--- src/rtl/mips_defs.svh ---
`ifndef MIPS_DEFS_SVH
`define MIPS_DEFS_SVH

////////////////////////////////
// Memory geometry
////////////////////////////////

// Word address bits of the instruction ROM (256 words)
`define IMEM_ADDR_BITS 8

// Word address bits of the data memory (256 words)
`define DMEM_ADDR_BITS 8

`endif

--- src/rtl/MipsPkg.sv ---
`default_nettype none

package MipsPkg;

    typedef logic [31:0] wordT;
    typedef logic [4:0]  regIdxT;

    ////////////////////////////////
    // Primary opcodes
    ////////////////////////////////
    typedef enum logic [5:0] {
        OP_RTYPE    = 6'b000000,
        OP_BEQ      = 6'b000100,
        OP_BNE      = 6'b000101,
        OP_ADDI     = 6'b001000,
        OP_ADDIU    = 6'b001001,
        OP_SLTI     = 6'b001010,
        OP_SLTIU    = 6'b001011,
        OP_ANDI     = 6'b001100,
        OP_ORI      = 6'b001101,
        OP_XORI     = 6'b001110,
        OP_SPECIAL2 = 6'b011100,  // mul
        OP_SPECIAL3 = 6'b011111,  // seb, seh
        OP_LW       = 6'b100011,
        OP_SW       = 6'b101011
    } opcodeT;

    // Funct field of the R-type group
    typedef enum logic [5:0] {
        F_SLL  = 6'b000000,
        F_SRL  = 6'b000010,
        F_ADD  = 6'b100000,
        F_ADDU = 6'b100001,
        F_SUB  = 6'b100010,
        F_SUBU = 6'b100011,
        F_AND  = 6'b100100,
        F_OR   = 6'b100101,
        F_XOR  = 6'b100110,
        F_NOR  = 6'b100111,
        F_SLT  = 6'b101010,
        F_SLTU = 6'b101011
    } functT;

    // mul shares its funct code with srl, told apart by opcode
    parameter functT F_MUL = F_SRL;

    // Operation class from the main decoder
    typedef enum logic [3:0] {
        AOP_RTYPE, AOP_ADD, AOP_ADDU, AOP_SUB, AOP_AND, AOP_OR,
        AOP_XOR, AOP_SLT, AOP_SLTU, AOP_MUL, AOP_BSHFL
    } aluOpT;

    // Final ALU operation
    typedef enum logic [3:0] {
        ALU_ADD, ALU_SUB, ALU_AND, ALU_OR, ALU_XOR, ALU_NOR, ALU_SLT,
        ALU_SLTU, ALU_SLL, ALU_SRL, ALU_MUL, ALU_SEB, ALU_SEH
    } aluFuncT;

endpackage

`default_nettype wire

--- src/rtl/RegisterFile.sv ---
`timescale 1ns/1ps
`default_nettype none

module RegisterFile (
    input  logic            Clk,
    input  logic            rst,
    input  logic            wrEn,
    input  MipsPkg::regIdxT rdAddrA,
    input  MipsPkg::regIdxT rdAddrB,
    input  MipsPkg::regIdxT wrAddr,
    input  MipsPkg::wordT   wrData,
    output MipsPkg::wordT   rdDataA,
    output MipsPkg::wordT   rdDataB
);
    import MipsPkg::*;

    wordT regs [0:31];

    always_ff @(posedge Clk) begin
        if (rst) begin
            for (int i = 0; i < 32; i++) begin
                regs[i] <= '0;
            end
        end else if (wrEn && wrAddr != '0) begin  // $zero never written
            regs[wrAddr] <= wrData;
        end
    end

    // Combinational reads, $zero forced
    assign rdDataA = (rdAddrA == '0) ? '0 : regs[rdAddrA];
    assign rdDataB = (rdAddrB == '0) ? '0 : regs[rdAddrB];

endmodule

`default_nettype wire

--- config.mk ---
export PLATFORM = sky130hd
export DESIGN_NAME = RegisterFile
export DESIGN_NICKNAME = d
export VERILOG_FILES = /design/src/rtl/mips_defs.svh /design/src/rtl/MipsPkg.sv /design/src/rtl/RegisterFile.sv
export SDC_FILE = /design/constraint.sdc
export NUM_CORES = 2
export LEC_CHECK = 0
export BUFFER_PORTS_ARGS = -buffer_cell sky130_fd_sc_hd__buf_2
export CAP_MARGIN = 20
export CORE_UTILIZATION = 31
export DETAILED_ROUTE_END_ITERATION = 8
export GPL_TIMING_DRIVEN = 0
export SLEW_MARGIN = 20
export SYNTH_ARGS = -nofsm -noshare
export SYNTH_HDL_FRONTEND = slang
export SYNTH_SLANG_ARGS = --single-unit
--- constraint.sdc ---
create_clock -name Clk -period 2 [get_ports Clk]
set_input_delay 0.2 -clock Clk [delete_from_list [all_inputs] [get_ports Clk]]
set_output_delay 0.2 -clock Clk [all_outputs]
set_load 0.02 [all_outputs]
# Word-level counts from Yosys, hierarchy flattened
# Memories as Yosys holds them, arrays and structs flattened.
# Index checks and enable logic that the tools add are counted.
# totals
input_bits,50
regBits,0
wordCells,16
mem_bits_rw,1024
output_inout_bits,64
n_memories,1
# classes
n_mux,10
n_reduce_logical,5
# mem_list
memory,depth,width,read_ports,rd_ports_with_merged_regs,wr,line_no,source
regs,32,32,2,0,32,RegisterFile.sv:17,wordT regs [0:31];
# ops
cell,n
32-bit 2-to-1 mux,3
32-bit OR reduction,1
5-bit logical NOT,2
1-bit 2-to-1 mux,6
5-bit 2-to-1 mux,1
5-bit nonzero test,1
1-bit logical AND,1

# Longest topological paths before layout
# depth
word_depth,7
mapped_depth,9
ltp_nobuf,4

# Least setup slack after synthesis
# Ideal clock, no wire load.
# synth_path
kind,input to output
startpoint,in rdAddrB[0]
endpoint,out rdDataB[30]
required_time_ps,1800
cell_stages,6
path_buffers,3
t_arrival_ps,2191
path_slack_ps,-391
path_cell_list,buf_2 -> buf_6 -> buf_4 -> mux4_2 -> mux2i_1 -> a2111oi_0
# synth_via
elab_chain_len,2
word_cells_on_any_way,3
classes_between,1 x mux; 1 x reduce/logical; 1 x memory
# synth_lines
item,line_no,source
start: declaration,RegisterFile.sv:9,"input MipsPkg::regIdxT rdAddrB,"
memory 32 x 32 bit or 5-bit logical NOT (tied branches),--,
32-bit 2-to-1 mux *,RegisterFile.sv:31,assign rdDataB = (rdAddrB == '0) ? '0 : regs[rdAddrB];
end: declaration,RegisterFile.sv:13,output MipsPkg::wordT rdDataB
# Mark *: on every way between the ends. The rest lies on a longest branch, timed or not.

==> results.cfg <==
[critical_path]
cp-endpoint = rdDataB[18]
worst_setup_path_end_kind = output port
arrival_ns = 2.84
crit_chain = mux4_2 -> a22o_1 -> a2111oi_4 -> nor3_4 -> buf_6
required_ns = 1.80
worst_path_max_delay_cell = a2111oi_4
worstPathMaxFanout = 2
crit_start = regs[31][18]$_SDFFCE_PN0P_
start_kind = flop
max_stage_delay_ns = 0.60
path_class = reg -> out

[floorplan]
die_area_mm2 = 0.177
die-width_um = 420
io-pin-count = 114
die_h_um = 420
core_area_mm2 = 0.174
initial_core_util = 0.312
rows = 153

[global_routing]
grt_max_degree = 33
grtUsageTotal = 0.255
grt_overflow = 0
antenna_found_initial = 13
first_global_vias = 35900
grt_pass1_wl_um = 304000

[synthesis]
ys_ff_latch = 1024
ys_async_sr_fraction = 0
synthesis.area_mm2 = 0.0543
seq_area_frac_synth = 0.567
synthFlopType = edfxtp_1
syn_avg_cell_area_um2 = 15.5
synth_cells = 3502
yosysUniqueCellTypes = 42
synth-warning-count = 0
synth_edf_count = 1024

[cells_and_area]
top_register = regs
mostFrequentLayoutCells = 1024 x edfxtp_1, 994 x and2_1, 472 x mux4_2
drive_gt1_frac = 0.323
nFillCells = 16300
design_area_mm2 = 0.0653
fin_nets = 3879
syn_to_final_growth_pct = 20.4
reg_top3 = regs (1024)
layout_commonest_cell = edfxtp_1
largest_reg_flops = 1024

[place]
gp_congestion = 0.959
io_buffers = 107
dp_hpwl_um = 153000
dp_slack_ns = -2.44
dpl_cell_area_mm2 = 0.0586

[drt]
post-route-drc-count = 0
met1Wirelength_um = 83100
top_layer = met5
wl_met2_um = 101000
via_per_inst = 5.93
routed_wl_um = 229000
detail_route.wl_per_cell_um = 36.7
dr.first_iter.drc_count = 6227
dr_total_vias = 37000
met3WireLength_um = 26500
drt-pass1-iter-count = 5
antenna_left = 0

[cts]
htreeDepth = 3
path_clk_slew_ns = 0.06
cts-buffers-inserted = 111
cts_root_buffer = clkbuf_16
cts_buffer_depth = 3
cts_tree = built
cts_sinks = 1024

[timing]
rsz0062_at_grt = true
fmax_ghz = 0.329
tightest_slew_ns = 1.21
period_share = 1.52
relSlewSlack = 0.196
setup_viol = 327
final.min_clock_period_ns = 3.04
hold_viol_final = 0
slew_violations = 0
setup_ws_ns = -1.04

[power_and_ir_drop]
p_leak_uw = 0.0220
p_per_area_mw_per_mm2 = 826
peakVddDrop_mv = 0.705

[job]
maxCapViolCount = 0

[worst_hold_path]
hold_path.class = in -> reg

[status]
status = finished with violations
violations = setup timing
[kinds of logic after synthesis]
| logic type | synth area share |
|---|---|
| flip-flops | 0.567 |
| multiplexers | 0.230 |
| other | 0.0000691 |
| AO/OA/AOI/OAI | 0.0365 |
| buffers and inverters | 0.0335 |
| AND/OR/NAND/NOR | 0.133 |
[repair_timing]
| action | in CTS | in global routing |
|---|---|---|
| hold buffers | 32 | 0 |
| gates cloned | 9 | 3 |
| setup endpoints to repair | 1068 | 223 |
| buffers inserted | 24 | 6 |
| resized for setup | 520 | 97 |
| pin swaps | 107 | 41 |
| endpoints found under the hold margin | 32 | 0 |
[worst max-delay path, delay by kind of cell, from the launching register on]
family | cells | cell delay [ns]
AOI/OAI and AO/OA | 2 | 0.85
muxes | 1 | 0.48
DFF | 1 | 0.41
buffers and inverters | 1 | 0.18
and+or+nand+nor | 1 | 0.17
[Yosys cell counts (3+ instances only)]
cell / instances / area, µm²
buf_4: 38 / 285
clkbuf_1: 271 / 1020
a32o_1: 4 / 40.0
buf_2: 46 / 230
nand2_1: 7 / 26.3
a2111oi_1: 41 / 410
nand3b_1: 5 / 37.5
mux2_2: 30 / 338
a21oi_1: 12 / 60.1
buf_6: 21 / 236
and2_1: 995 / 6220
or2_2: 33 / 206
nand2b_1: 5 / 31.3
a221oi_1: 4 / 35.0
a22o_1: 51 / 447
edfxtp_1: 1024 / 30700
a2111oi_0: 14 / 123
and3_1: 3 / 18.8
a22oi_1: 16 / 120
or3b_2: 4 / 35.0
nor2_1: 36 / 135
buf_1: 11 / 41.3
mux2i_1: 150 / 1500
nor2b_1: 14 / 87.6
nor4_1: 6 / 37.5
a211oi_1: 7 / 52.6
mux4_2: 472 / 10600
nor3_1: 54 / 270
o21ai_0: 4 / 20.0
nand3_1: 5 / 25.0
o22ai_1: 103 / 644
[worst min path at each step]
stage	slack, ns	from	depth (start not counted)	endpoint
after floorplan	0.40	wrData[31]	1	regs[1][31]$_SDFFCE_PN0P_
after global routing	0.31	wrAddr[4]	4	regs[28][0]$_SDFFCE_PN0P_
after detailed placement	0.54	wrData[31]	2	regs[1][31]$_SDFFCE_PN0P_
after CTS	0.25	wrAddr[4]	4	regs[28][31]$_SDFFCE_PN0P_
final	0.30	wrAddr[4]	4	regs[28][31]$_SDFFCE_PN0P_
after global placement	0.54	wrData[31]	2	regs[1][31]$_SDFFCE_PN0P_
[final cells by class]
type	count	area, µm²	area share
antenna	9	22.5	0.000345
buffer	381	2410	0.0370
clock buffer	136	2910	0.0446
clock inverter	60	422	0.00646
inverter	2	7.51	0.000115
multi-input combinational	2132	24300	0.373
sequential	1024	30700	0.471
tap	2325	2910	0.0445
timing repair buffer	177	1520	0.0233
[power by group]
part	leakage, µW	internal (µW)	switching [µW]
Combinational	0.0107	3420	5170
Sequential	0.00975	24800	632
Clock	0.00164	11000	8930
[stage by stage]
| stage | cells | utilization | TNS [ns] | hold slack [ns] | power (µW) |
|---|---|---|---|---|---|
| detailed placement | 5973 | 0.337 | -1627.10 | 0.537 | 33000 |
| global placement | 5965 | 0.336 | -1852.10 | 0.541 | 32900 |
| global route | 6243 | 0.376 | -52.54 | 0.306 | 54700 |
| finish | 6246 | 0.376 | -62.07 | 0.304 | 54000 |
| floorplan | 3533 | - | -1.80 | 0.398 | 29800 |
| CTS | 6229 | 0.372 | -54.88 | 0.249 | 53400 |
[routing by layer]
| metal | up-vias | track usage |
|---|---|---|
| met5 | - | 0 |
| met4 | 6 | 0.183 |
| met3 | 630 | 0.0604 |
| met2 | 2945 | 0.382 |
| li1 | 14300 | - |
| met1 | 19200 | 0.325 |
Note: power is estimated with default switching activity, not from simulation.
