--- config.mk ---
export PLATFORM = sky130hd
export DESIGN_NAME = Alu
export DESIGN_NICKNAME = d
export VERILOG_FILES = /design/src/rtl/mips_defs.svh /design/src/rtl/MipsPkg.sv /design/src/rtl/Alu.sv
export SDC_FILE = /design/constraint.sdc
export NUM_CORES = 2
export LEC_CHECK = 0
export BUFFER_PORTS_ARGS = -buffer_cell sky130_fd_sc_hd__buf_2
export CAP_MARGIN = 20
export CORE_UTILIZATION = 43
export DETAILED_ROUTE_END_ITERATION = 8
export REMOVE_ABC_BUFFERS = 1
export SYNTH_ARGS = -nofsm -noshare
export SYNTH_HDL_FRONTEND = slang
export SYNTH_SLANG_ARGS = --single-unit
--- constraint.sdc ---
create_clock -name vclk -period 10.6
set_input_delay 0.53 -clock vclk [all_inputs]
set_output_delay 0.53 -clock vclk [all_outputs]
set_load 0.005 [all_outputs]
--- src/rtl/mips_defs.svh ---
`ifndef MIPS_DEFS_SVH
`define MIPS_DEFS_SVH

////////////////////////////////
// Memory geometry
////////////////////////////////

// Word address bits of the instruction ROM (256 words)
`define IMEM_ADDR_BITS 8

// Word address bits of the data memory (256 words)
`define DMEM_ADDR_BITS 8

`endif

--- src/rtl/MipsPkg.sv ---
`default_nettype none

package MipsPkg;

    typedef logic [31:0] wordT;
    typedef logic [4:0]  regIdxT;

    ////////////////////////////////
    // Primary opcodes
    ////////////////////////////////
    typedef enum logic [5:0] {
        OP_RTYPE    = 6'b000000,
        OP_BEQ      = 6'b000100,
        OP_BNE      = 6'b000101,
        OP_ADDI     = 6'b001000,
        OP_ADDIU    = 6'b001001,
        OP_SLTI     = 6'b001010,
        OP_SLTIU    = 6'b001011,
        OP_ANDI     = 6'b001100,
        OP_ORI      = 6'b001101,
        OP_XORI     = 6'b001110,
        OP_SPECIAL2 = 6'b011100,  // mul
        OP_SPECIAL3 = 6'b011111,  // seb, seh
        OP_LW       = 6'b100011,
        OP_SW       = 6'b101011
    } opcodeT;

    // Funct field of the R-type group
    typedef enum logic [5:0] {
        F_SLL  = 6'b000000,
        F_SRL  = 6'b000010,
        F_ADD  = 6'b100000,
        F_ADDU = 6'b100001,
        F_SUB  = 6'b100010,
        F_SUBU = 6'b100011,
        F_AND  = 6'b100100,
        F_OR   = 6'b100101,
        F_XOR  = 6'b100110,
        F_NOR  = 6'b100111,
        F_SLT  = 6'b101010,
        F_SLTU = 6'b101011
    } functT;

    // mul shares its funct code with srl, told apart by opcode
    parameter functT F_MUL = F_SRL;

    // Operation class from the main decoder
    typedef enum logic [3:0] {
        AOP_RTYPE, AOP_ADD, AOP_ADDU, AOP_SUB, AOP_AND, AOP_OR,
        AOP_XOR, AOP_SLT, AOP_SLTU, AOP_MUL, AOP_BSHFL
    } aluOpT;

    // Final ALU operation
    typedef enum logic [3:0] {
        ALU_ADD, ALU_SUB, ALU_AND, ALU_OR, ALU_XOR, ALU_NOR, ALU_SLT,
        ALU_SLTU, ALU_SLL, ALU_SRL, ALU_MUL, ALU_SEB, ALU_SEH
    } aluFuncT;

endpackage

`default_nettype wire

--- src/rtl/Alu.sv ---
`timescale 1ns/1ps
`default_nettype none

module Alu (
    input  MipsPkg::wordT    a,
    input  MipsPkg::wordT    b,
    input  logic [4:0]       shamt,
    input  MipsPkg::aluFuncT aluFunc,
    output MipsPkg::wordT    result,
    output logic             zero
);
    import MipsPkg::*;

    logic signed [63:0] product;
    wordT               diff;

    assign product = $signed(a) * $signed(b);
    assign diff    = a - b;

    always_comb begin
        case (aluFunc)
            ALU_ADD:  result = a + b;
            ALU_SUB:  result = diff;
            ALU_AND:  result = a & b;
            ALU_OR:   result = a | b;
            ALU_XOR:  result = a ^ b;
            ALU_NOR:  result = ~(a | b);

            // Compares give 0 or 1
            ALU_SLT:  result = {31'b0, $signed(a) < $signed(b)};
            ALU_SLTU: result = {31'b0, a < b};

            // Shifts act on b (rt) by the shamt field
            ALU_SLL:  result = b << shamt;
            ALU_SRL:  result = b >> shamt;

            ALU_MUL:  result = product[31:0];  // Low word only
            ALU_SEB:  result = {{24{b[7]}}, b[7:0]};
            ALU_SEH:  result = {{16{b[15]}}, b[15:0]};
            default:  result = '0;
        endcase
    end

    assign zero = (result == '0);

endmodule

`default_nettype wire

# Word-level counts from Yosys, hierarchy flattened
# Cells that the tools add are included.
word_totals:
  regBits: 0
  latch_bits: 0
  mem_bits_rw: 0
  rom_bits: 0
  inputBits: 73
  out_inout_bits: 33
  wordCells: 26
  memories: 0
classes:
  add_sub_neg: 2
  multipliers: 1
  n_div: 0
  order_cmp: 2
  n_eq_ne: 12
  shift: 2
  mux: 1
  bitwise_logic: 4
  n_reduce_logical: 2
op_table:
  columns: ["operator", "n"]
  rows:
  - ["$pmux W32 S13", 1]
  - ["$lt A32 B32 Y1", 2]
  - ["$add A32 B32 Y32", 1]
  - ["$and A32 B32 Y32", 1]
  - ["$logic_not A32 Y1", 1]
  - ["$mul A32 B32 Y32", 1]
  - ["$not A32 Y32", 1]
  - ["$or A32 B32 Y32", 1]
  - ["$shl A32 B5 Y32", 1]
  - ["$shr A32 B5 Y32", 1]
  - ["$sub A32 B32 Y32", 1]
  - ["$xor A32 B32 Y32", 1]
  - ["$eq A4 B4 Y1 const B", 5]
  - ["$eq A4 B3 Y1 const B", 4]
  - ["$eq A4 B2 Y1 const B", 2]
  - ["$eq A4 B1 Y1 const B", 1]
  - ["$logic_not A4 Y1", 1]

# Longest topological paths before layout
depth:
  depth_word: 4
  ltp_mapped: 31
  depth_no_buf: 29

# Least setup slack after synthesis
# Ideal clock, no wire load.
synth_timing:
  kind: "input to output"
  start: "input b[11]"
  end: "output zero"
  arrival_ns: 8.084
  required_time_ns: 10.070
  slack_ns: 1.986
  path_stages: 25
  n_path_buf: 2
  path_cell_list: "clkbuf_1 > clkinv_1 > buf_1 > nor2_1 > fa_1 > fa_1 > inv_1 > fa_1 > fa_1 > inv_1 > fa_1 > fa_1 > fa_1 > fa_1 > ha_1 > o21ai_0 > a31oi_1 > nor2_1 > or4_1 > a2111oi_0 > nand4_1 > or4_1 > nor4_1 > nor4b_2 > and4bb_1"
synth_via:
  elab_cells_between_ends: 13
  classes_between: "2 x add/sub; 1 x mul; 2 x order compare; 2 x shift; 1 x mux; 4 x bitwise; 1 x reduce/logical"
synth_rtl:
  columns: ["element", "line_no", "text"]
  rows:
  - ["from (decl)", "Alu.sv:6", "input MipsPkg::wordT b,"]
  - ["$mul A32 B32 Y32 (tied with other cells)", "Alu.sv:17", "assign product = $signed(a) * $signed(b);"]
  - ["$pmux W32 S13 *", "Alu.sv:21", "case (aluFunc)"]
  - ["net result[28]", "Alu.sv:9", "output MipsPkg::wordT result,"]
  - ["$logic_not A32 Y1 *", "Alu.sv:44", "assign zero = (result == '0);"]
  - ["to (decl)", "Alu.sv:10", "output logic zero"]
# The timed path passes the listed nets; every way through them passes the cells marked *.

# Worst setup path after layout
layout_timing:
  start: "input b[0]"
  end: "output zero"
layout_via:
  elab_chain_cells: 4
  elab_cells_between_ends: 13
  classes_between: "2 x add/sub; 1 x mul; 2 x order compare; 2 x shift; 1 x mux; 4 x bitwise; 1 x reduce/logical"
layout_lines:
  columns: ["element", "line_no"]
  rows:
  - ["parallel branches: the longest is 2 deep, another holds $mul A32 B32 Y32", null]
  - ["$pmux W32 S13 *", "Alu.sv:21"]
  - ["$logic_not A32 Y1 *", "Alu.sv:44"]
# Mark *: on every way between the ends.

==> key figures <==
Critical path
  – Critical Path End Type: output port
  – Worst Setup SP: b[0]
  – Cell family with most CP delay: adder cells
  – Cell depth of the worst setup path: 28
  – Slowest-stage cell, CP: a221oi_1
  – Worst-path maximum fanout: 22
  – Setup CP Type: input port to output port
  – Crit path required time: 10070 ps
  – Max incr delay on CP: 960 ps
  – WP data arrival: 9540 ps
  – Crit path buf inv count: 7
  – Crit start category: input port

Clock tree
  – Post-cts resize count: 0
  – # Post-CTS Setup Buffers: 0
  – Cts hold-fix bufs: 0

STA
  – Period minus WS final: 10070 ps
  – Slew Viols, Final: 0
  – Fin Setup TNS: 0 ps
  – Unrepaired setup endpoints after global routing: no
  – Max Freq: 99.3 MHz
  – Final period util: 0.950
  – Max-slew headroom: 0.221
  – Measured slew at the worst slew-check pin: 1170 ps
  – Final setup violation count: 0
  – Final hold vios: 0

Global route
  – First-pass GRT wire length: 182 mm
  – GRT Total Usage: 0.422
  – Largest net degree at the start of global routing: 67
  – Vias in the first global route: 25500
  – Remaining Overflow, GRT: 0
  – Initial antenna violation count: 5

Finish
  – Area growth syn-to-layout: 6.45%
  – Register area: 0 µm²
  – Seq cells: 0
  – Share of layout cells above drive strength 1: 0.102
  – Clock buffers: 0
  – Filler cells: 6117
  – Nets@finish: 4029
  – Antenna Cells: 0

Run
  – Max-Cap Viols: 0

Floorplan
  – Die area: 60700 µm²
  – Core area: 59000 µm²
  – Row count: 89
  – IO Pins: 106
  – Initial Util: 0.435
  – Die height: 246 µm
  – Die Wd: 246 µm

Synth
  – Sequential fraction of the synthesis area: 0
  – Netlist cell types: 90
  – Cell Area, Synth: 25700 µm²
  – Post-Syn Instances: 3279
  – Yosys top cell area share: 0.320
  – Syn avg cell area: 7.83 µm²
  – Synth warn: 0
  – Synth top area cells: fa_1 32%, ha_1 12%, inv_1 7.4%
  – Cell type with the largest total area after synthesis: fa_1

Drt
  – Routed len/inst: 31.4 µm
  – Remaining DRCs: 0
  – Vias/cell: 6.36
  – Via count: 25900
  – First-pass DRT Iterations: 8
  – Drt initial violations: 3357
  – Final ANT Viol Nets: 0
  – DRT Wirelength: 128 mm

Place
  – GP Congestion: 1.09
  – Placed wire-length estimate: 102 mm
  – Port buffer count: 106

Worst hold path
  – Hold Startpoint: shamt[2]
  – WHS Path Cells: 4
  – Worst hold path class: input port to output port

Status
  – Status: completed
layer usage:
layer | track usage | routed length [µm]
met5 | 0 | 41
met4 | 0.234 | 9230
met3 | 0.120 | 16100
met2 | 0.618 | 52800
met1 | 0.556 | 49800
cell families after synthesis:
group | share of synthesized area
fa+ha+maj | 0.440
mux | 0.0732
simple gates | 0.186
compound gates | 0.156
xor+xnor | 0.0352
buf+inv | 0.109
synthesized netlist by cell type (23+ instances only):
| master | instances |
|---|---|
| o211ai_1 | 23 |
| ha_1 | 246 |
| nor3_1 | 45 |
| inv_1 | 509 |
| fa_1 | 410 |
| nand3_1 | 46 |
| o22ai_1 | 26 |
| a21o_1 | 29 |
| xnor2_1 | 85 |
| mux2i_1 | 65 |
| nor2_1 | 489 |
| a211oi_1 | 33 |
| buf_2 | 23 |
| a21oi_1 | 123 |
| o21ai_0 | 82 |
| mux2_2 | 37 |
| nor2b_1 | 27 |
| nand2_1 | 301 |
| buf_1 | 32 |
| clkbuf_1 | 151 |
| mux4_2 | 36 |
cell usage in the layout (no fill, tap or decap), types with 19 or more instances in the layout:
cell type | Yosys | routed
a22oi_1 | 19 | 19
inv_1 | 509 | 509
mux4_2 | 36 | 36
nor2b_1 | 27 | 27
nand2_1 | 301 | 301
mux2i_1 | 65 | 65
a211oi_1 | 33 | 33
a21o_1 | 29 | 29
nor4_1 | 21 | 20
xnor2_1 | 85 | 85
nand4_1 | 22 | 22
mux2_2 | 37 | 37
o211ai_1 | 23 | 23
nand3_1 | 46 | 46
a21oi_1 | 123 | 123
buf_4 | 4 | 124
a31oi_1 | 19 | 19
fa_1 | 410 | 410
a211o_1 | 22 | 22
o21a_1 | 19 | 19
nor2_1 | 489 | 489
o22ai_1 | 26 | 26
nor3_1 | 45 | 45
ha_1 | 246 | 246
buf_2 | 23 | 105
o21ai_0 | 82 | 82
worst paths after layout:
path                     to  slack (ps)
hold / removal    result[1]        1860
setup / recovery       zero         530
layout make-up:
type                            count  area, µm²  area share
Inverter                          523       1960      0.0719
Multi-Input combinational cell   2545      22900       0.838
Tap cell                          773        967      0.0354
Timing Repair Buffer              230       1480      0.0543
per-stage QoR:
| step | hold WS [ps] | util | cells | worst slack, ps | instance area [µm²] |
|---|---|---|---|---|---|
| 3_3_place_gp | 1810 | 0.462 | 4070 | 618 | 27300 |
| 5_1_grt | 1860 | 0.463 | 4071 | 135 | 27300 |
| 3_5_place_dp | 1820 | 0.462 | 4070 | 548 | 27300 |
| 2_1_floorplan | 1180 | - | 3068 | 2290 | 24800 |
| 4_1_cts | 1820 | 0.462 | 4070 | 534 | 27300 |
| 6_report | 1860 | 0.463 | 4071 | 529 | 27300 |
Power is not shown: default switching activity piles up to over one toggle a cycle in this logic, so the estimate is an artifact.
