<file path="config.mk">
export PLATFORM = sky130hd
export DESIGN_NAME = DatapathController
export DESIGN_NICKNAME = d
export VERILOG_FILES = /design/src/rtl/mips_defs.svh /design/src/rtl/MipsPkg.sv /design/src/rtl/DatapathController.sv
export SDC_FILE = /design/constraint.sdc
export NUM_CORES = 1
export LEC_CHECK = 0
export ABC_CLOCK_PERIOD_IN_PS = 3700
export BUFFER_PORTS_ARGS = -buffer_cell sky130_fd_sc_hd__buf_2
export CORE_AREA = 2 2 39 41
export DETAILED_ROUTE_END_ITERATION = 8
export DIE_AREA = 0 0 41 43
export SLEW_MARGIN = 20
export SYNTH_ARGS = -nofsm -noshare
export SYNTH_HDL_FRONTEND = slang
export SYNTH_SLANG_ARGS = --single-unit
</file>
<file path="constraint.sdc">
create_clock -name vclk -period 3.7
set_input_delay 0.74 -clock vclk [all_inputs]
set_output_delay 0.74 -clock vclk [all_outputs]
set_load 0.02 [all_outputs]
</file>
<file path="src/rtl/mips_defs.svh">
`ifndef MIPS_DEFS_SVH
`define MIPS_DEFS_SVH

////////////////////////////////
// Memory geometry
////////////////////////////////

// Word address bits of the instruction ROM (256 words)
`define IMEM_ADDR_BITS 8

// Word address bits of the data memory (256 words)
`define DMEM_ADDR_BITS 8

`endif

</file>
<file path="src/rtl/MipsPkg.sv">
`default_nettype none

package MipsPkg;

    typedef logic [31:0] wordT;
    typedef logic [4:0]  regIdxT;

    ////////////////////////////////
    // Primary opcodes
    ////////////////////////////////
    typedef enum logic [5:0] {
        OP_RTYPE    = 6'b000000,
        OP_BEQ      = 6'b000100,
        OP_BNE      = 6'b000101,
        OP_ADDI     = 6'b001000,
        OP_ADDIU    = 6'b001001,
        OP_SLTI     = 6'b001010,
        OP_SLTIU    = 6'b001011,
        OP_ANDI     = 6'b001100,
        OP_ORI      = 6'b001101,
        OP_XORI     = 6'b001110,
        OP_SPECIAL2 = 6'b011100,  // mul
        OP_SPECIAL3 = 6'b011111,  // seb, seh
        OP_LW       = 6'b100011,
        OP_SW       = 6'b101011
    } opcodeT;

    // Funct field of the R-type group
    typedef enum logic [5:0] {
        F_SLL  = 6'b000000,
        F_SRL  = 6'b000010,
        F_ADD  = 6'b100000,
        F_ADDU = 6'b100001,
        F_SUB  = 6'b100010,
        F_SUBU = 6'b100011,
        F_AND  = 6'b100100,
        F_OR   = 6'b100101,
        F_XOR  = 6'b100110,
        F_NOR  = 6'b100111,
        F_SLT  = 6'b101010,
        F_SLTU = 6'b101011
    } functT;

    // mul shares its funct code with srl, told apart by opcode
    parameter functT F_MUL = F_SRL;

    // Operation class from the main decoder
    typedef enum logic [3:0] {
        AOP_RTYPE, AOP_ADD, AOP_ADDU, AOP_SUB, AOP_AND, AOP_OR,
        AOP_XOR, AOP_SLT, AOP_SLTU, AOP_MUL, AOP_BSHFL
    } aluOpT;

    // Final ALU operation
    typedef enum logic [3:0] {
        ALU_ADD, ALU_SUB, ALU_AND, ALU_OR, ALU_XOR, ALU_NOR, ALU_SLT,
        ALU_SLTU, ALU_SLL, ALU_SRL, ALU_MUL, ALU_SEB, ALU_SEH
    } aluFuncT;

endpackage

`default_nettype wire

</file>
<file path="src/rtl/DatapathController.sv">
`timescale 1ns/1ps
`default_nettype none

module DatapathController (
    input  MipsPkg::opcodeT opCode,
    output logic            regDst,
    output logic            regWrite,
    output logic            aluSrc,
    output logic            memWrite,
    output logic            memRead,
    output logic            branch,
    output logic            branchNe,
    output logic            memToReg,
    output logic            signExt,
    output MipsPkg::aluOpT  aluOp
);
    import MipsPkg::*;

    always_comb begin
        // Everything inactive unless the opcode says otherwise
        regDst   = 1'b0;
        regWrite = 1'b0;
        aluSrc   = 1'b0;
        memWrite = 1'b0;
        memRead  = 1'b0;
        branch   = 1'b0;
        branchNe = 1'b0;
        memToReg = 1'b0;
        signExt  = 1'b0;
        aluOp    = AOP_ADDU;

        case (opCode)
            OP_RTYPE: begin
                regDst   = 1'b1;
                regWrite = 1'b1;
                aluOp    = AOP_RTYPE;
            end
            OP_SPECIAL2: begin
                regDst   = 1'b1;
                regWrite = 1'b1;
                aluOp    = AOP_MUL;
            end
            OP_SPECIAL3: begin  // Operand is rt, result to rd
                regDst   = 1'b1;
                regWrite = 1'b1;
                aluOp    = AOP_BSHFL;
            end

            ////////////////////////////////
            // Immediate arithmetic
            ////////////////////////////////
            OP_ADDI, OP_ADDIU, OP_SLTI, OP_SLTIU: begin
                regWrite = 1'b1;
                aluSrc   = 1'b1;
                signExt  = 1'b1;
                case (opCode)
                    OP_ADDI: aluOp = AOP_ADD;
                    OP_SLTI: aluOp = AOP_SLT;
                    OP_SLTIU: aluOp = AOP_SLTU;
                    default: aluOp = AOP_ADDU;
                endcase
            end
            OP_ANDI, OP_ORI, OP_XORI: begin  // Zero-extended immediate
                regWrite = 1'b1;
                aluSrc   = 1'b1;
                case (opCode)
                    OP_ANDI: aluOp = AOP_AND;
                    OP_ORI:  aluOp = AOP_OR;
                    default: aluOp = AOP_XOR;
                endcase
            end

            ////////////////////////////////
            // Memory and branches
            ////////////////////////////////
            OP_LW: begin
                regWrite = 1'b1;
                aluSrc   = 1'b1;
                memRead  = 1'b1;
                memToReg = 1'b1;
                signExt  = 1'b1;
            end
            OP_SW: begin
                aluSrc   = 1'b1;
                memWrite = 1'b1;
                signExt  = 1'b1;
            end
            OP_BEQ, OP_BNE: begin
                branch   = 1'b1;
                branchNe = (opCode == OP_BNE);
                signExt  = 1'b1;
                aluOp    = AOP_SUB;  // zero flags equality
            end
            default: ;  // Unknown opcode retires as a nop
        endcase
    end

endmodule

`default_nettype wire

</file>
# --- Yosys cells after proc, flatten, opt, wreduce, memory -nomap -nowiden ---
# Cells that the tools add are included.
totals:
  register_bits: 0
  in_bits: 6
op_classes:
  muxes: 11
  n_reduce_logical: 8
  n_eq_ne: 13
ops:
  columns: ["op", "n"]
  rows:
  - ["equality test 6 x 4 -> 1 bit, second input constant", 7]
  - ["case mux 4 bit (6 select lines)", 1]
  - ["equality test 6 x 3 -> 1 bit, second input constant", 2]
  - ["equality test 6 x 5 -> 1 bit, second input constant", 2]
  - ["equality test 6 bit, second input constant", 2]
  - ["case mux 4 bit (3 select lines)", 1]
  - ["OR reduction 11 bit", 1]
  - ["OR reduction 9 bit", 1]
  - ["two-way mux 1 bit", 8]
  - ["OR reduction 8 bit", 1]
  - ["zero test 6 bit", 1]
  - ["OR reduction 3 bit", 2]
  - ["case mux 2 bit (2 select lines)", 1]
  - ["OR reduction 4 bit", 1]
  - ["OR reduction 2 bit", 1]

# --- Longest topological paths before layout ---
# Gate-level depths: netlist of the first run.
depth:
  ltp_word: 3
  ltp_mapped: 5
  mapped_depth_nobuf: 4

# --- Least setup slack after synthesis of the first run ---
# No wires, ideal clock.
synth_timing:
  path_type: "in2out"
  startpoint: "input port opCode[0]"
  endpoint: "output port regWrite"
  slack_ps: 1177
  cell_stages: 5
  n_path_buf: 1
  arrival_time_ps: 1783
  required_time_ps: 2960
  path_cell_list: "and2_4 buf_6 nand2_1 nor4_2 a211o_1"
synth_between:
  elab_chain_cells: 3
  elab_cells_between_ends: 13
  cone_classes: "eq/ne: 10; mux: 1; reduce/logical: 2"
synth_rtl:
  columns: ["item", "line", "source"]
  rows:
  - ["start, declared", "DatapathController.sv:5", "input MipsPkg::opcodeT opCode,"]
  - ["equality test 6 x 4 -> 1 bit (tied with other cells)", "DatapathController.sv:32", "case (opCode)"]
  - ["OR reduction 11 bit (no line) *", null, null]
  - ["two-way mux 1 bit *", "DatapathController.sv:32", null]
  - ["end, declared", "DatapathController.sv:7", "output logic regWrite,"]
# Every way passes the cells marked *; elsewhere a longest branch is shown, timed or not.

# --- Worst setup path after layout of the first run ---
layout_timing:
  startpoint: "input port opCode[4]"
  endpoint: "output port regWrite"
# The elaborated chain is that of the path after synthesis.

==> results.md, run 1 <==
* Outcome: finished, final reports clean
* Hpwl dp at 582 um
* Slew HR at 0.802
* Total track usage at 0.0909
* Pwr Density at 100 mW/mm^2
* I/O pins at 19
* Non-Filler Instances at 74
* Top cell by count, worst path: buf_2
* Register area share after synthesis at 0
* Final Hold Viols at 0
* CP bufs+invs at 2
* Seq cells at 0
* Worst EP required at 2.96 ns
* Synth unique cells at 25
* Via count at 346
* Area grow syn2layout at 25.1%
* Setup TNS Final at 0 ns
* CP delay by family, top: compound AO/OA/AOI/OAI gates
* Nets@finish at 66
* Starting Density at 0.212
* Antenna violations before repair at 0
* Worst IR Drop VDD at 27.6 uV
* Cell count after synthesis at 45
* Layout cell share with drive strength beyond 1 at 0.466
* GRT overflow at 0
* CP max-delay cell: a211o_1
* P_leak at 0.170 nW
* Min Tclk post-route at 2.50 ns
* Antenna diodes at 0
* Worst setup margin at 1.20 ns
* Resized cells post-CTS at 0
* Largest stage delay, worst path at 0.29 ns
* CP cell instances: buf_2 -> and2_1 -> a22oi_2 -> o21ai_1 -> a211o_1 -> buf_2
* Worst Setup Start Kind: input port
* Synthesized area at 294 um^2
* First-pass DRT Iterations at 4
* CP Data Arrival Time at 1.76 ns
* Die height at 43 um
* Post-synthesis net count at 51
* # clk buffers at 0
* Vias in the first global route at 291
* Die area at 0.00176 mm^2
* Critical path endpoint category: output port
* Die width at 41 um
* Slew Viols, Final at 0
* Hold-fix buffer count after cts at 0
* Filler Cells Inserted at 157
* Fmax at 400 MHz
* Core ar. at 0.00138 mm^2
* First-pass GRT wire length at 1.22 mm
* GPL Wtd Cong at 0.790
* Hold Path Stages at 3
* Inst Count DP at 74
* Max FO, Critical Path at 13
* Type of the most critical hold path: in -> out
* RSZ-0062 raised after global routing: false
* Most frequent cells in the layout: buf_2, nor2_1, o21ai_0, a21oi_1
* Row count at 14
* Final setup vio count at 0
* Final worst path period share at 0.675
* Critical path origin: opCode[4]
* Worst setup endpoint: regWrite
* Number of port buffers at 19
* Post-placement setup slack at 1.21 ns
* Routed WL per cell at 10.1 um
* Mean post-synth cell area at 6.53 um^2
* Critical path depth at 6
* Kind of critical path: in -> out
* Max Cap Viol at 0
* Commonest non-fill, non-tap cell in the layout: buf_2
* Final ANT Viol Nets at 0
* DRC at 0
* Post-CTS setup buffer count at 0
* Vias per Instance at 4.68
* Sequential cell area at 0 um^2
* Routed WL at 751 um
* Largest net degree at the start of global routing at 14
* Actual slew at the worst max-slew pin at 0.294 ns
* Ys Warns at 0
* DR iter-0 viols at 4
* Final core utilization at 0.266
Yosys cell counts (2+ instances only):
master | instances | area share
a21oi_1 | 4 | 0.068
and2_1 | 2 | 0.043
and2_2 | 2 | 0.051
buf_2 | 3 | 0.051
buf_4 | 2 | 0.051
nand2_1 | 2 | 0.026
nand3b_1 | 2 | 0.051
nor2_1 | 5 | 0.064
nor3_1 | 2 | 0.034
nor4_2 | 2 | 0.085
o21ai_0 | 5 | 0.085
through the flow:
stage	hold WS, ns	power (mW)	instance area, um^2
after floorplan	1.54	0.0286	294
after global placement	1.88	0.0370	368
after detailed placement	1.88	0.0370	368
after CTS	1.88	0.0370	368
after global routing	1.90	0.0406	368
final	1.88	0.0369	368
how the worst min path moves through the flow:
stage | start | end
3_5_place_dp | opCode[5] | regDst
2_1_floorplan | opCode[4] | memRead
6_report | opCode[5] | regDst
4_1_cts | opCode[5] | regDst
3_3_place_gp | opCode[5] | regDst
5_1_grt | opCode[3] | branch
kinds of logic after synthesis:
| family | after synthesis | share of synthesized area |
|---|---|---|
| simple gates | 24 | 0.532 |
| compound gates | 15 | 0.328 |
| buf+inv | 6 | 0.140 |
where the power goes:
group | switching [mW] | total, mW | internal, mW
registers | 0 | 0 | 0
logic | 0.0231 | 0.0369 | 0.0138
clock network | 0 | 0 | 0
total | 0.0231 | 0.0369 | 0.0138
metal layers:
layer	GRT usage	routed length [um]
met3	0.00524	66
met4	0	0
met1	0.149	380
met5	0	0
met2	0.134	305
layout make-up:
cell class | instances | area, um^2 | area share
repair buffers | 19 | 95.1 | 0.259
multi-input cells | 39 | 253 | 0.687
well taps | 16 | 20.0 | 0.0544
worst min-delay path, delay by kind of cell:
family / cells / cell delay (ns)
buf+inv: 2 / 0.34
compound gates: 1 / 0.06
Note: power is estimated with default switching activity, not from simulation.
==> run 2: changes to the inputs <==
ABC_CLOCK_PERIOD_IN_PS = 2500   (was 3700)
clock period = 2.5 ns   (was 3.7 ns; I/O delays follow)
==> run 2 against run 1 <==
  * Critical path depth stayed put
  * Utilization stayed put
  * Cell area stayed put
  * Critical endpoint unchanged
  * Global-route usage is 0.10 points lower
==> results.md, run 2 (synthesis results as in run 1) <==
* Outcome: finished, final reports clean
* Kind of critical path: in -> out
* Antenna violations before repair at 0
* Fmax at 492 MHz
* GR met3 Demand/Resource at 0
* GRT Max-Usage Layer: met1
* DR iter-0 viols at 6
* Pwr Density at 149 mW/mm^2
* P_int at 0.0204 mW
* RSZ-0062 raised after global routing: false
* Area grow syn2layout at 25.1%
* M1 GR Usage at 0.158
* Final worst path period share at 0.813
* GPL Wtd Cong at 0.830
* NetSw at 0.0342 mW
* Final ANT Viol Nets at 0
* Slew Viols, Final at 0
* First-pass GRT wire length at 1.21 mm
* Slew HR at 0.803
* Final core utilization at 0.266
* Vias in the first global route at 274
* Net Sw Frac at 0.627
* Clk pwr share at 0
* Sequential cell area at 0 um^2
* Nets@finish at 66
* Hold EP: regDst
* Routed WL per cell at 9.99 um
* Filler Cells Inserted at 166
* Critical path endpoint category: output port
* Final setup vio count at 0
* Starting Density at 0.212
* Post-CTS setup buffer count at 0
* Hold-fix buffer count after cts at 0
* Total track usage at 0.0899
* Vias per Instance at 4.78
* Layout cell share with drive strength beyond 1 at 0.466
* Final Hold Viols at 0
* Min Tclk post-route at 2.03 ns
* Part of the power in registers at 0
* CP Data Arrival Time at 1.53 ns
* Number of port buffers at 19
* Seq cells at 0
* GR Util met2 at 0.125
* Commonest non-fill, non-tap cell in the layout: buf_2
* Largest net degree at the start of global routing at 14
* Actual slew at the worst max-slew pin at 0.294 ns
* GRT overflow at 0
* Die width at 41 um
* Most frequent cells in the layout: buf_2, nor2_1, o21ai_0, a21oi_1
* I/O pins at 19
* P_leak at 0.170 nW
* Row count at 14
* Worst Setup Start Kind: input port
* # clk buffers at 0
* Antenna diodes at 0
* Core ar. at 0.00138 mm^2
* Worst IR Drop VDD at 49.8 uV
* Hold Path Stages at 3
* Comb power frac at 1.000
* Worst EP required at 2.00 ns
* Max Cap Viol at 0
* Die height at 43 um
* Via count at 354
* First-pass DRT Iterations at 4
* DRC at 0
* Type of the most critical hold path: in -> out
* Resized cells post-CTS at 0
* Hold Path Origin: opCode[5]
* Routed WL at 739 um
* Setup TNS Final at 0 ns
* Die area at 0.00176 mm^2
* Max FO, Critical Path at 13
* Hpwl dp at 582 um
run 2: cell counts in the layout (fill, tap and decap cells not counted):
No cell type changed its count.
run 2: critical path, stage by stage:
cell and delay, ns:
buf_2 0.18, and2_1 0.21, a22oi_2 0.11, o21ai_1 0.08, a211o_1 0.29, buf_2 0.16
run 2: worst max path at each step:
stage | from | to | slack, ns | depth (start not counted)
2_1_floorplan | opCode[0] | regWrite | 0.46 | 5
3_3_place_gp | opCode[4] | regWrite | 0.50 | 6
3_5_place_dp | opCode[4] | regWrite | 0.48 | 6
4_1_cts | opCode[4] | regWrite | 0.47 | 6
5_1_grt | opCode[4] | regWrite | 0.41 | 6
6_report | opCode[4] | regWrite | 0.47 | 6
run 2: routing by layer:
metal  up-vias  routed length (um)
met3         0                  57
met1       151                 385
li1        189                   -
met2        14                 296
met4         0                   0
met5         -                   0
run 2: power groups by stage:
stage	Clock [mW]	Combinational (mW)	Sequential, mW
after floorplan	0	0.0424	0
after global placement	0	0.0545	0
after detailed placement	0	0.0549	0
after CTS	0	0.0550	0
after global routing	0	0.0602	0
final	0	0.0547	0
run 2: final cells by class:
| cell class | instances | area [um^2] | area share |
|---|---|---|---|
| tap | 16 | 20.0 | 0.0544 |
| multi-input combinational | 39 | 253 | 0.687 |
| timing repair buffer | 19 | 95.1 | 0.259 |
run 2: through the flow:
step / cell area, um^2 / cells / setup WS, ns / power, mW / hold WS, ns
2_1_floorplan: 294 / 45 / 0.457 / 0.0424 / 1.06
3_3_place_gp: 368 / 74 / 0.500 / 0.0545 / 1.40
3_5_place_dp: 368 / 74 / 0.477 / 0.0549 / 1.40
4_1_cts: 368 / 74 / 0.473 / 0.0550 / 1.40
5_1_grt: 368 / 74 / 0.408 / 0.0602 / 1.44
6_report: 368 / 74 / 0.467 / 0.0547 / 1.40
