File: src/rtl/mips_defs.svh
`ifndef MIPS_DEFS_SVH
`define MIPS_DEFS_SVH

////////////////////////////////
// Memory geometry
////////////////////////////////

// Word address bits of the instruction ROM (256 words)
`define IMEM_ADDR_BITS 8

// Word address bits of the data memory (256 words)
`define DMEM_ADDR_BITS 8

`endif

File: src/rtl/MipsPkg.sv
`default_nettype none

package MipsPkg;

    typedef logic [31:0] wordT;
    typedef logic [4:0]  regIdxT;

    ////////////////////////////////
    // Primary opcodes
    ////////////////////////////////
    typedef enum logic [5:0] {
        OP_RTYPE    = 6'b000000,
        OP_BEQ      = 6'b000100,
        OP_BNE      = 6'b000101,
        OP_ADDI     = 6'b001000,
        OP_ADDIU    = 6'b001001,
        OP_SLTI     = 6'b001010,
        OP_SLTIU    = 6'b001011,
        OP_ANDI     = 6'b001100,
        OP_ORI      = 6'b001101,
        OP_XORI     = 6'b001110,
        OP_SPECIAL2 = 6'b011100,  // mul
        OP_SPECIAL3 = 6'b011111,  // seb, seh
        OP_LW       = 6'b100011,
        OP_SW       = 6'b101011
    } opcodeT;

    // Funct field of the R-type group
    typedef enum logic [5:0] {
        F_SLL  = 6'b000000,
        F_SRL  = 6'b000010,
        F_ADD  = 6'b100000,
        F_ADDU = 6'b100001,
        F_SUB  = 6'b100010,
        F_SUBU = 6'b100011,
        F_AND  = 6'b100100,
        F_OR   = 6'b100101,
        F_XOR  = 6'b100110,
        F_NOR  = 6'b100111,
        F_SLT  = 6'b101010,
        F_SLTU = 6'b101011
    } functT;

    // mul shares its funct code with srl, told apart by opcode
    parameter functT F_MUL = F_SRL;

    // Operation class from the main decoder
    typedef enum logic [3:0] {
        AOP_RTYPE, AOP_ADD, AOP_ADDU, AOP_SUB, AOP_AND, AOP_OR,
        AOP_XOR, AOP_SLT, AOP_SLTU, AOP_MUL, AOP_BSHFL
    } aluOpT;

    // Final ALU operation
    typedef enum logic [3:0] {
        ALU_ADD, ALU_SUB, ALU_AND, ALU_OR, ALU_XOR, ALU_NOR, ALU_SLT,
        ALU_SLTU, ALU_SLL, ALU_SRL, ALU_MUL, ALU_SEB, ALU_SEH
    } aluFuncT;

endpackage

`default_nettype wire

File: src/rtl/ProgramCounter.sv
`timescale 1ns/1ps
`default_nettype none

module ProgramCounter (
    input  logic          Clk,
    input  logic          rst,
    input  logic          branch,
    input  logic          branchNe,
    input  logic          zero,
    input  MipsPkg::wordT immExt,
    output MipsPkg::wordT pc
);
    import MipsPkg::*;

    wordT pcPlus4;
    wordT branchTarget;
    logic taken;

    assign pcPlus4      = pc + 32'd4;
    assign branchTarget = pcPlus4 + {immExt[29:0], 2'b00};
    assign taken        = branch && (zero != branchNe);  // beq on zero, bne on !zero

    always_ff @(posedge Clk) begin
        if (rst) begin
            pc <= '0;
        end else begin
            pc <= taken ? branchTarget : pcPlus4;
        end
    end

endmodule

`default_nettype wire

File: config.mk
export PLATFORM = sky130hd
export DESIGN_NAME = ProgramCounter
export DESIGN_NICKNAME = d
export VERILOG_FILES = /design/src/rtl/mips_defs.svh /design/src/rtl/MipsPkg.sv /design/src/rtl/ProgramCounter.sv
export SDC_FILE = /design/constraint.sdc
export NUM_CORES = 1
export LEC_CHECK = 0
export BUFFER_PORTS_ARGS = -buffer_cell sky130_fd_sc_hd__buf_2
export CAP_MARGIN = 20
export CORE_ASPECT_RATIO = 1.25
export CORE_UTILIZATION = 25
export CTS_BUF_LIST = sky130_fd_sc_hd__clkbuf_2
export DETAILED_ROUTE_END_ITERATION = 16
export PLACE_DENSITY = 0.51
export REMOVE_ABC_BUFFERS = 1
export SYNTH_ARGS = -nofsm -noshare
export SYNTH_HDL_FRONTEND = slang
export SYNTH_SLANG_ARGS = --single-unit
File: constraint.sdc
create_clock -name Clk -period 3.5 [get_ports Clk]
set_input_delay 1.05 -clock Clk [delete_from_list [all_inputs] [get_ports Clk]]
set_output_delay 1.05 -clock Clk [all_outputs]
set_load 0.05 [all_outputs]
Word level (Yosys, flattened, before mapping)
Cells that the tools add are included.
W data, S select, Z words.
{"block": "word_totals", "ff_bits": 32, "out_inout_bits": 32, "in_bits": 37}
{"block": "op_classes", "eq_ne": 1, "reduce_logical": 1, "add_sub_neg": 2, "n_mux": 1}
{"op": "$add A32 B3 Y32 const B", "count": 1}
{"op": "$add A32 B32 Y32", "count": 1}
{"op": "$mux W32", "count": 1}
{"op": "$logic_and A1 B1 Y1", "count": 1}
{"op": "$ne A1 B1 Y1", "count": 1}

Logic depth before layout (Yosys ltp)
Gate-level depths: netlist of run 1.
{"block": "depth", "word_depth": 3, "ltp_mapped": 16, "mapped_depth_nobuf": 14}

Worst setup path before layout of run 1
No wires, ideal clock.
{"block": "synth_timing", "path_kind": "flip-flop to flip-flop", "from": "register pc[4]", "to": "register pc[28]", "period_less_slack_ns": 3.482, "t_arrival_ns": 3.396, "setup_time_ns": 0.086, "path_buffers": 2, "path_slack_ns": 0.018, "stages_incl_launch_ff": 17, "path_cell_list": "dfxtp_1 -> and4_1 -> buf_2 -> and3_4 -> and2b_1 -> buf_4 -> nand3_1 -> xnor2_1 -> ha_1 -> a21oi_1 -> o21a_1 -> nor2_1 -> o21a_1 -> a2111oi_0 -> a21oi_1 -> xnor2_1 -> a211oi_1"}
{"block": "synth_between", "elab_chain_cells": 3}
{"item": "start: declaration", "line_no": "ProgramCounter.sv:11", "source": "output MipsPkg::wordT pc"}
{"item": "start signal: assignment", "line_no": "ProgramCounter.sv:27", "source": "pc <= taken ? branchTarget : pcPlus4;"}
{"item": "$add A32 B3 Y32 (*)", "line_no": "ProgramCounter.sv:19", "source": "assign pcPlus4 = pc + 32'd4;"}
{"item": "$add A32 B32 Y32", "line_no": "ProgramCounter.sv:20", "source": "assign branchTarget = pcPlus4 + {immExt[29:0], 2'b00};"}
{"item": "$mux W32 (*)", "line_no": "ProgramCounter.sv:27"}
Every way passes the cells marked *; elsewhere a longest branch is shown, timed or not.
A chain may end at the register's enable or synchronous reset.

Worst setup path after layout of run 1
{"block": "layout_timing", "from": "register pc[7]", "to": "register pc[31]"}
Same word-level chain as after synthesis.

==> run summary, run 1 <==
nets -> 571
post-synthesis xor/xnor area fraction -> 0.140
synthesized cell area -> 3190 um^2
post-synthesis mux area share -> 0.00314
vias in the first global route -> 3169
TritonCTS Sinks -> 30
fmax -> 300 MHz
Avg WL per Cell -> 15.0 um
Worst EP arrival -> 3.67 ns
power density cells -> 374 nW/um^2
WL final -> 9880 um
DRC viols -> 0
Yosys reg bits -> 30
Worst-Margin Slew -> 0.809 ns
most frequent CP cell -> nand4_1
WP depth -> 13
worst hold slack -> 0.658 ns
Final Wtd Congestion -> 0.893
Critical Path End Type -> flip-flop
Mean Syn Cell Area -> 7.67 um^2
Top Registers -> pc (30)
WHS Path Cells -> 3
Period minus WS final -> 3.34 ns
CTS Buffer Depth -> 2
Lkg Pwr -> 0.00178 uW
crit-path cells -> and4_1 -> and3_4 -> nand3_1 -> xnor2_2 -> ha_1 -> and3_1 -> nand4_1 -> a31oi_4 -> o221ai_2 -> a21oi_4 -> o21ai_1 -> or3_1 -> nand4_1
setup violators final -> 0
H-tree depth -> 2
register bank with the most flops -> pc
die area -> 13200 um^2
most crowded layer after global routing -> met2
Final TNS setup -> 0 ns
met1 Usage GRT -> 0.187
Detail Placement HPWL -> 8140 um
# diodes -> 0
Core ar. -> 12300 um^2
critical path class -> flip-flop to flip-flop
largest net degree at the start of global routing -> 29
Compound-Gate Fraction of Synth Area -> 0.238
MaxCap Viol Count -> 0
Crit path largest cell delay -> 0.41 ns
initial antenna violation count -> 0
Pins Over Slew Limit -> 0
Setup Skew -> 0.0286 ns
Rel. slew slack -> 0.459
I/O Buffers -> 64
Yosys Warn Count -> 0
Pre-antenna DRT Iters -> 4
CTS tree -> yes
Vias/cell -> 4.96
dpl ws -> 0.0821 ns
Simple-Gate Fraction of Synth Area -> 0.250
status -> complete, no violations
Min-Delay Path Class -> flip-flop to flip-flop
sequential-to-total area share from yosys stat -> 0.188
clock latency on the worst-skew pair -> 0.39 ns
Global Route Usage Sum -> 0.154
Overflow after GRT -> 0
die height -> 128 um
row cnt -> 45
Final Cycle Share -> 0.953
Distinct cells, synth -> 54
Crit-path slowest cell -> dfxtp_2
Worst Path Required -> 3.84 ns
CP delay by family, top -> simple AND/OR/NAND/NOR gates
first-pass GRT wire length -> 15800 um
Routed Antenna Nets -> 0
Root Buffer -> clkbuf_2
number of synthesized flops with an enable pin -> 0
met3 Use GR -> 0.0223
Synth Instances -> 416
Post-CTS Setup Repair Bufs -> 0
die width -> 103 um
via count -> 3278
Finished Cell Area -> 3950 um^2
area grow syn2layout -> 23.7%
Initial Util -> 0.260
Ports -> 69
DP Area -> 3820 um^2
main combinational cell family by area after synthesis -> simple AND/OR/NAND/NOR gates
final hold viol count -> 0
CTS clk-pin slew, worst paths -> 0.22 ns
ys flop type -> dfxtp_1
max reg flops -> 30
Setup WS post-layout -> 0.163 ns
multi-input logic area -> 2560 um^2
reg2reg path depth -> 13
CP Buf/Inv Count -> 0
Post-Synth Adder-Cell Area -> 0.151
share of flip-flops with an asynchronous set or reset -> 0
Register Area -> 607 um^2
peak supply drop -> 0.133 mV
met2 Use GR -> 0.276
layout cells sized above 1 -> 0.233
fillers -> 1382
CP Launch Type -> flip-flop
initial DRC count -> 136
CP Max Fanout -> 7
Num CTS Buffers -> 5
[metal layers]
| layer | vias to the layer above | wire (um) | part of all wire |
|---|---|---|---|
| met5 | - | 0 | 0 |
| met4 | 0 | 179 | 0.018 |
| met3 | 15 | 314 | 0.032 |
| met2 | 71 | 4980 | 0.50 |
| met1 | 1503 | 4410 | 0.45 |
| li1 | 1689 | - | - |
[cell type report]
cell class / instances / area share
Multi-Input combinational cell: 367 / 0.649
Sequential cell: 30 / 0.154
Timing Repair Buffer: 85 / 0.121
Tap cell: 164 / 0.0520
Clock inverter: 3 / 0.0114
Inverter: 7 / 0.00665
Clock buffer: 5 / 0.00634
[Yosys cell counts (all sizes together) (5+ instances only)]
master  instances  area, um^2
a21oi          39         210
o21a            6        45.0
ha             37         463
nor3            7        35.0
inv             7        26.3
and2            9        56.3
nand3          21         105
and4            5        43.8
nand4          14        87.6
xnor2          32         280
buf             5        32.5
a211oi         19         143
a21o            8        60.1
clkbuf          8        30.0
xor2           19         166
dfxtp          30         601
a31oi           5        37.5
nor2           37         139
nand2          38         143
o21ai          20         100
and3            9        61.3
[repair_timing]
item / in CTS / in global routing
resized for setup: 0 / 17
setup endpoints to repair: 0 / 7
hold buffers: 0 / 0
hold endpoints to repair: 0 / 0
[power by group]
group / internal (uW) / switching (uW)
sequential: 382 / 35.2
clock: 120 / 149
combinational: 287 / 504
total: 790 / 688
[cells by family after synthesis]
| family | count (synthesis) |
|---|---|
| fa+ha+maj | 38 |
| flops | 30 |
| xor+xnor | 51 |
| buf+inv | 20 |
| simple gates | 159 |
| compound gates | 116 |
| mux | 1 |
| other cells | 1 |
[through the flow]
| step | util | power [uW] | std cells |
|---|---|---|---|
| CTS | 0.317 | 1480 | 661 |
| detailed placement | 0.311 | 1200 | 653 |
| finish | 0.322 | 1480 | 661 |
| global route | 0.322 | 1590 | 661 |
| global placement | 0.311 | 1190 | 653 |
| floorplan | - | 984 | 404 |
[cells in the final DEF, fill, tap and decap left out, types with 21 or more instances in the layout]
cell     netlist  final
a21oi_1       37     36
buf_2          2     64
buf_4          3     21
dfxtp_1       30     25
ha_1          37     34
nand2_1       38     38
nand3_1       21     21
nor2_1        37     37
xnor2_1       32     29
[worst min-delay path, cell delays in order (launching register included)]
cell and delay (ns):
dfxtp_1 0.40, xor2_1 0.10, nor2_1 0.10, nor3_1 0.05
[path summary, 6_finish.rpt]
kind,from,end,slack [ns]
worst max register to register,pc[7],pc[31],0.16
worst min-delay path,pc[26],pc[26],0.66
worst max-delay path,pc[7],pc[31],0.16
worst min register to register,pc[26],pc[26],0.66
Note: power is estimated with default switching activity, not from simulation.
==> inputs of run 2 (changes only) <==
--- a/config.mk
+++ b/config.mk
@@ -7,12 +7,15 @@
 export LEC_CHECK = 0
 export BUFFER_PORTS_ARGS = -buffer_cell sky130_fd_sc_hd__buf_2
 export CAP_MARGIN = 20
+export CELL_PAD_IN_SITES_DETAIL_PLACEMENT = 1
+export CELL_PAD_IN_SITES_GLOBAL_PLACEMENT = 1
 export CORE_ASPECT_RATIO = 1.25
 export CORE_UTILIZATION = 25
 export CTS_BUF_LIST = sky130_fd_sc_hd__clkbuf_2
 export DETAILED_ROUTE_END_ITERATION = 16
-export PLACE_DENSITY = 0.51
+export PLACE_DENSITY = 0.63
 export REMOVE_ABC_BUFFERS = 1
+export SETUP_SLACK_MARGIN = 0.3
 export SYNTH_ARGS = -nofsm -noshare
 export SYNTH_HDL_FRONTEND = slang
 export SYNTH_SLANG_ARGS = --single-unit
==> run 2 against run 1 <==
Against the previous run: register-to-register slack gained 0.20 ns; die area is the same; global-route usage grew 2.0 points; sequential cell count is the same; via count grew 6.5%; utilization grew 5.1 points; clock-buffer cell count grew 1; routed wire length grew 17%; final area grew 16%; clock skew grew 0.018 ns; largest cell class unchanged.
==> run summary, run 2 (synthesis results as in run 1) <==
TritonCTS Sinks -> 30
Rel. slew slack -> 0.576
peak supply drop -> 0.151 mV
first-pass GRT wire length -> 17800 um
Global Route Usage Sum -> 0.174
layout cells sized above 1 -> 0.397
FF-to-FF End -> pc[25]
MaxCap Viol Count -> 0
Lkg Pwr -> 0.00200 uW
CP Launch Type -> flip-flop
largest net degree at the start of global routing -> 29
Vias/cell -> 5.05
die width -> 103 um
Setup crit end -> pc[25]
nets -> 601
# diodes -> 0
I/O Buffers -> 64
Ports -> 69
power density cells -> 342 nW/um^2
CP Max Fanout -> 7
area grow syn2layout -> 43.2%
row cnt -> 45
Critical Path End Type -> flip-flop
setup violators final -> 0
Overall Power -> 1560 uW
Final Cycle Share -> 0.895
status -> complete, no violations
CTS Hold Bufs -> 0
Detail Placement HPWL -> 9150 um
flop2flop setup slack -> 0.37 ns
Core ar. -> 12300 um^2
Pre-antenna DRT Iters -> 4
fmax -> 319 MHz
Worst EP arrival -> 3.40 ns
critical path class -> flip-flop to flip-flop
HP Start -> pc[2]
Critical R2R Launch -> pc[5]
via count -> 3492
vias in the first global route -> 3686
Final Wtd Congestion -> 0.818
Overflow after GRT -> 0
CTS tree -> yes
reg2reg path depth -> 13
Setup Skew -> 0.0468 ns
most common cell after layout, fill and taps aside -> buf_2
Pins Over Slew Limit -> 0
Root Buffer -> clkbuf_2
Min-Delay Path Class -> flip-flop to flip-flop
Finished Cell Area -> 4570 um^2
Period minus WS final -> 3.13 ns
WL final -> 11500 um
initial antenna violation count -> 0
Initial Util -> 0.260
Worst Path Required -> 3.77 ns
most frequent cells in the layout -> buf_2, buf_4, nand2_1
register bank with the most flops -> pc
DRC viols -> 0
Top Registers -> pc (30)
RSZ-0062 raised after global routing -> yes
clock latency on the worst-skew pair -> 0.41 ns
die area -> 13200 um^2
DP Area -> 3910 um^2
CTS clk-pin slew, worst paths -> 0.22 ns
H-tree depth -> 2
Routed Antenna Nets -> 0
CP startpoint -> pc[5]
Num CTS Buffers -> 5
die height -> 128 um
max reg flops -> 30
Avg WL per Cell -> 16.7 um
Worst-Margin Slew -> 0.635 ns
CTS Buffer Depth -> 2
initial DRC count -> 76
final hold viol count -> 0
-- run 2: cell types whose count changed in the layout (fill, tap and decap cells not counted), sizes merged --
cell,delta
buf,+30
bufinv,-1
clkinvlp,-2
clkbuf,+1
clkinv,+2
-- run 2: worst max-delay path, cell delays in order (launching register included) --
cell,delay [ns]
dfxtp_2,0.37
and4_1,0.21
buf_4,0.15
nand3_2,0.13
xnor2_4,0.21
ha_4,0.26
a21oi_4,0.19
o22ai_2,0.13
or4_4,0.51
o221ai_4,0.19
a21oi_4,0.14
a31oi_4,0.19
xor2_1,0.23
a211oi_2,0.10
-- run 2: report_power, final --
part | total (uW) | internal, uW | leakage (uW) | switching [uW]
combinational | 951 | 373 | 0.00172 | 578
sequential | 421 | 384 | 0.000253 | 36.7
clock | 192 | 49.0 | 0.0000304 | 143
total | 1560 | 807 | 0.00200 | 758
-- run 2: worst min path at each step --
stage / endpoint / slack [ns] / cells after the start
3_3_place_gp: pc[2] / 0.59 / 2
3_5_place_dp: pc[2] / 0.59 / 2
4_1_cts: pc[2] / 0.58 / 2
6_report: pc[2] / 0.57 / 2
2_1_floorplan: pc[2] / 0.82 / 1
5_1_grt: pc[2] / 0.59 / 2
-- run 2: what timing repair did --
action	in CTS	in global routing
pin swaps	4	19
endpoints found under the hold margin	0	0
setup endpoints to repair	11	13
gates resized for setup	30	71
setup buffers	4	14
gates cloned	0	0
-- run 2: stage by stage --
step | hold slack (ns) | utilization | setup slack, ns | cells | TNS [ns]
floorplan | 0.817 | - | 0.0244 | 404 | 0
global placement | 0.590 | 0.318 | 0.0940 | 665 | 0
detailed placement | 0.588 | 0.318 | -0.00118 | 665 | -0.00118
CTS | 0.575 | 0.334 | 0.261 | 677 | 0
global route | 0.592 | 0.372 | 0.246 | 691 | 0
finish | 0.574 | 0.372 | 0.366 | 691 | 0
-- run 2: cell type report --
class	instances	area, um^2
multi-input combinational	367	2970
fill	1520	7700
clock buffer	6	30.0
tap	164	205
timing repair buffer	115	703
inverter	7	26.3
sequential	30	626
clock inverter	2	8.76
-- run 2: layer usage --
layer / GRT usage / vias up / wire length (um) / share of wire
li1: - / 1733 / - / -
met3: 0.0234 / 11 / 318 / 0.028
met4: 0.0381 / 0 / 126 / 0.011
met1: 0.201 / 1675 / 5050 / 0.44
met5: 0 / - / 0 / 0
met2: 0.332 / 73 / 6020 / 0.52
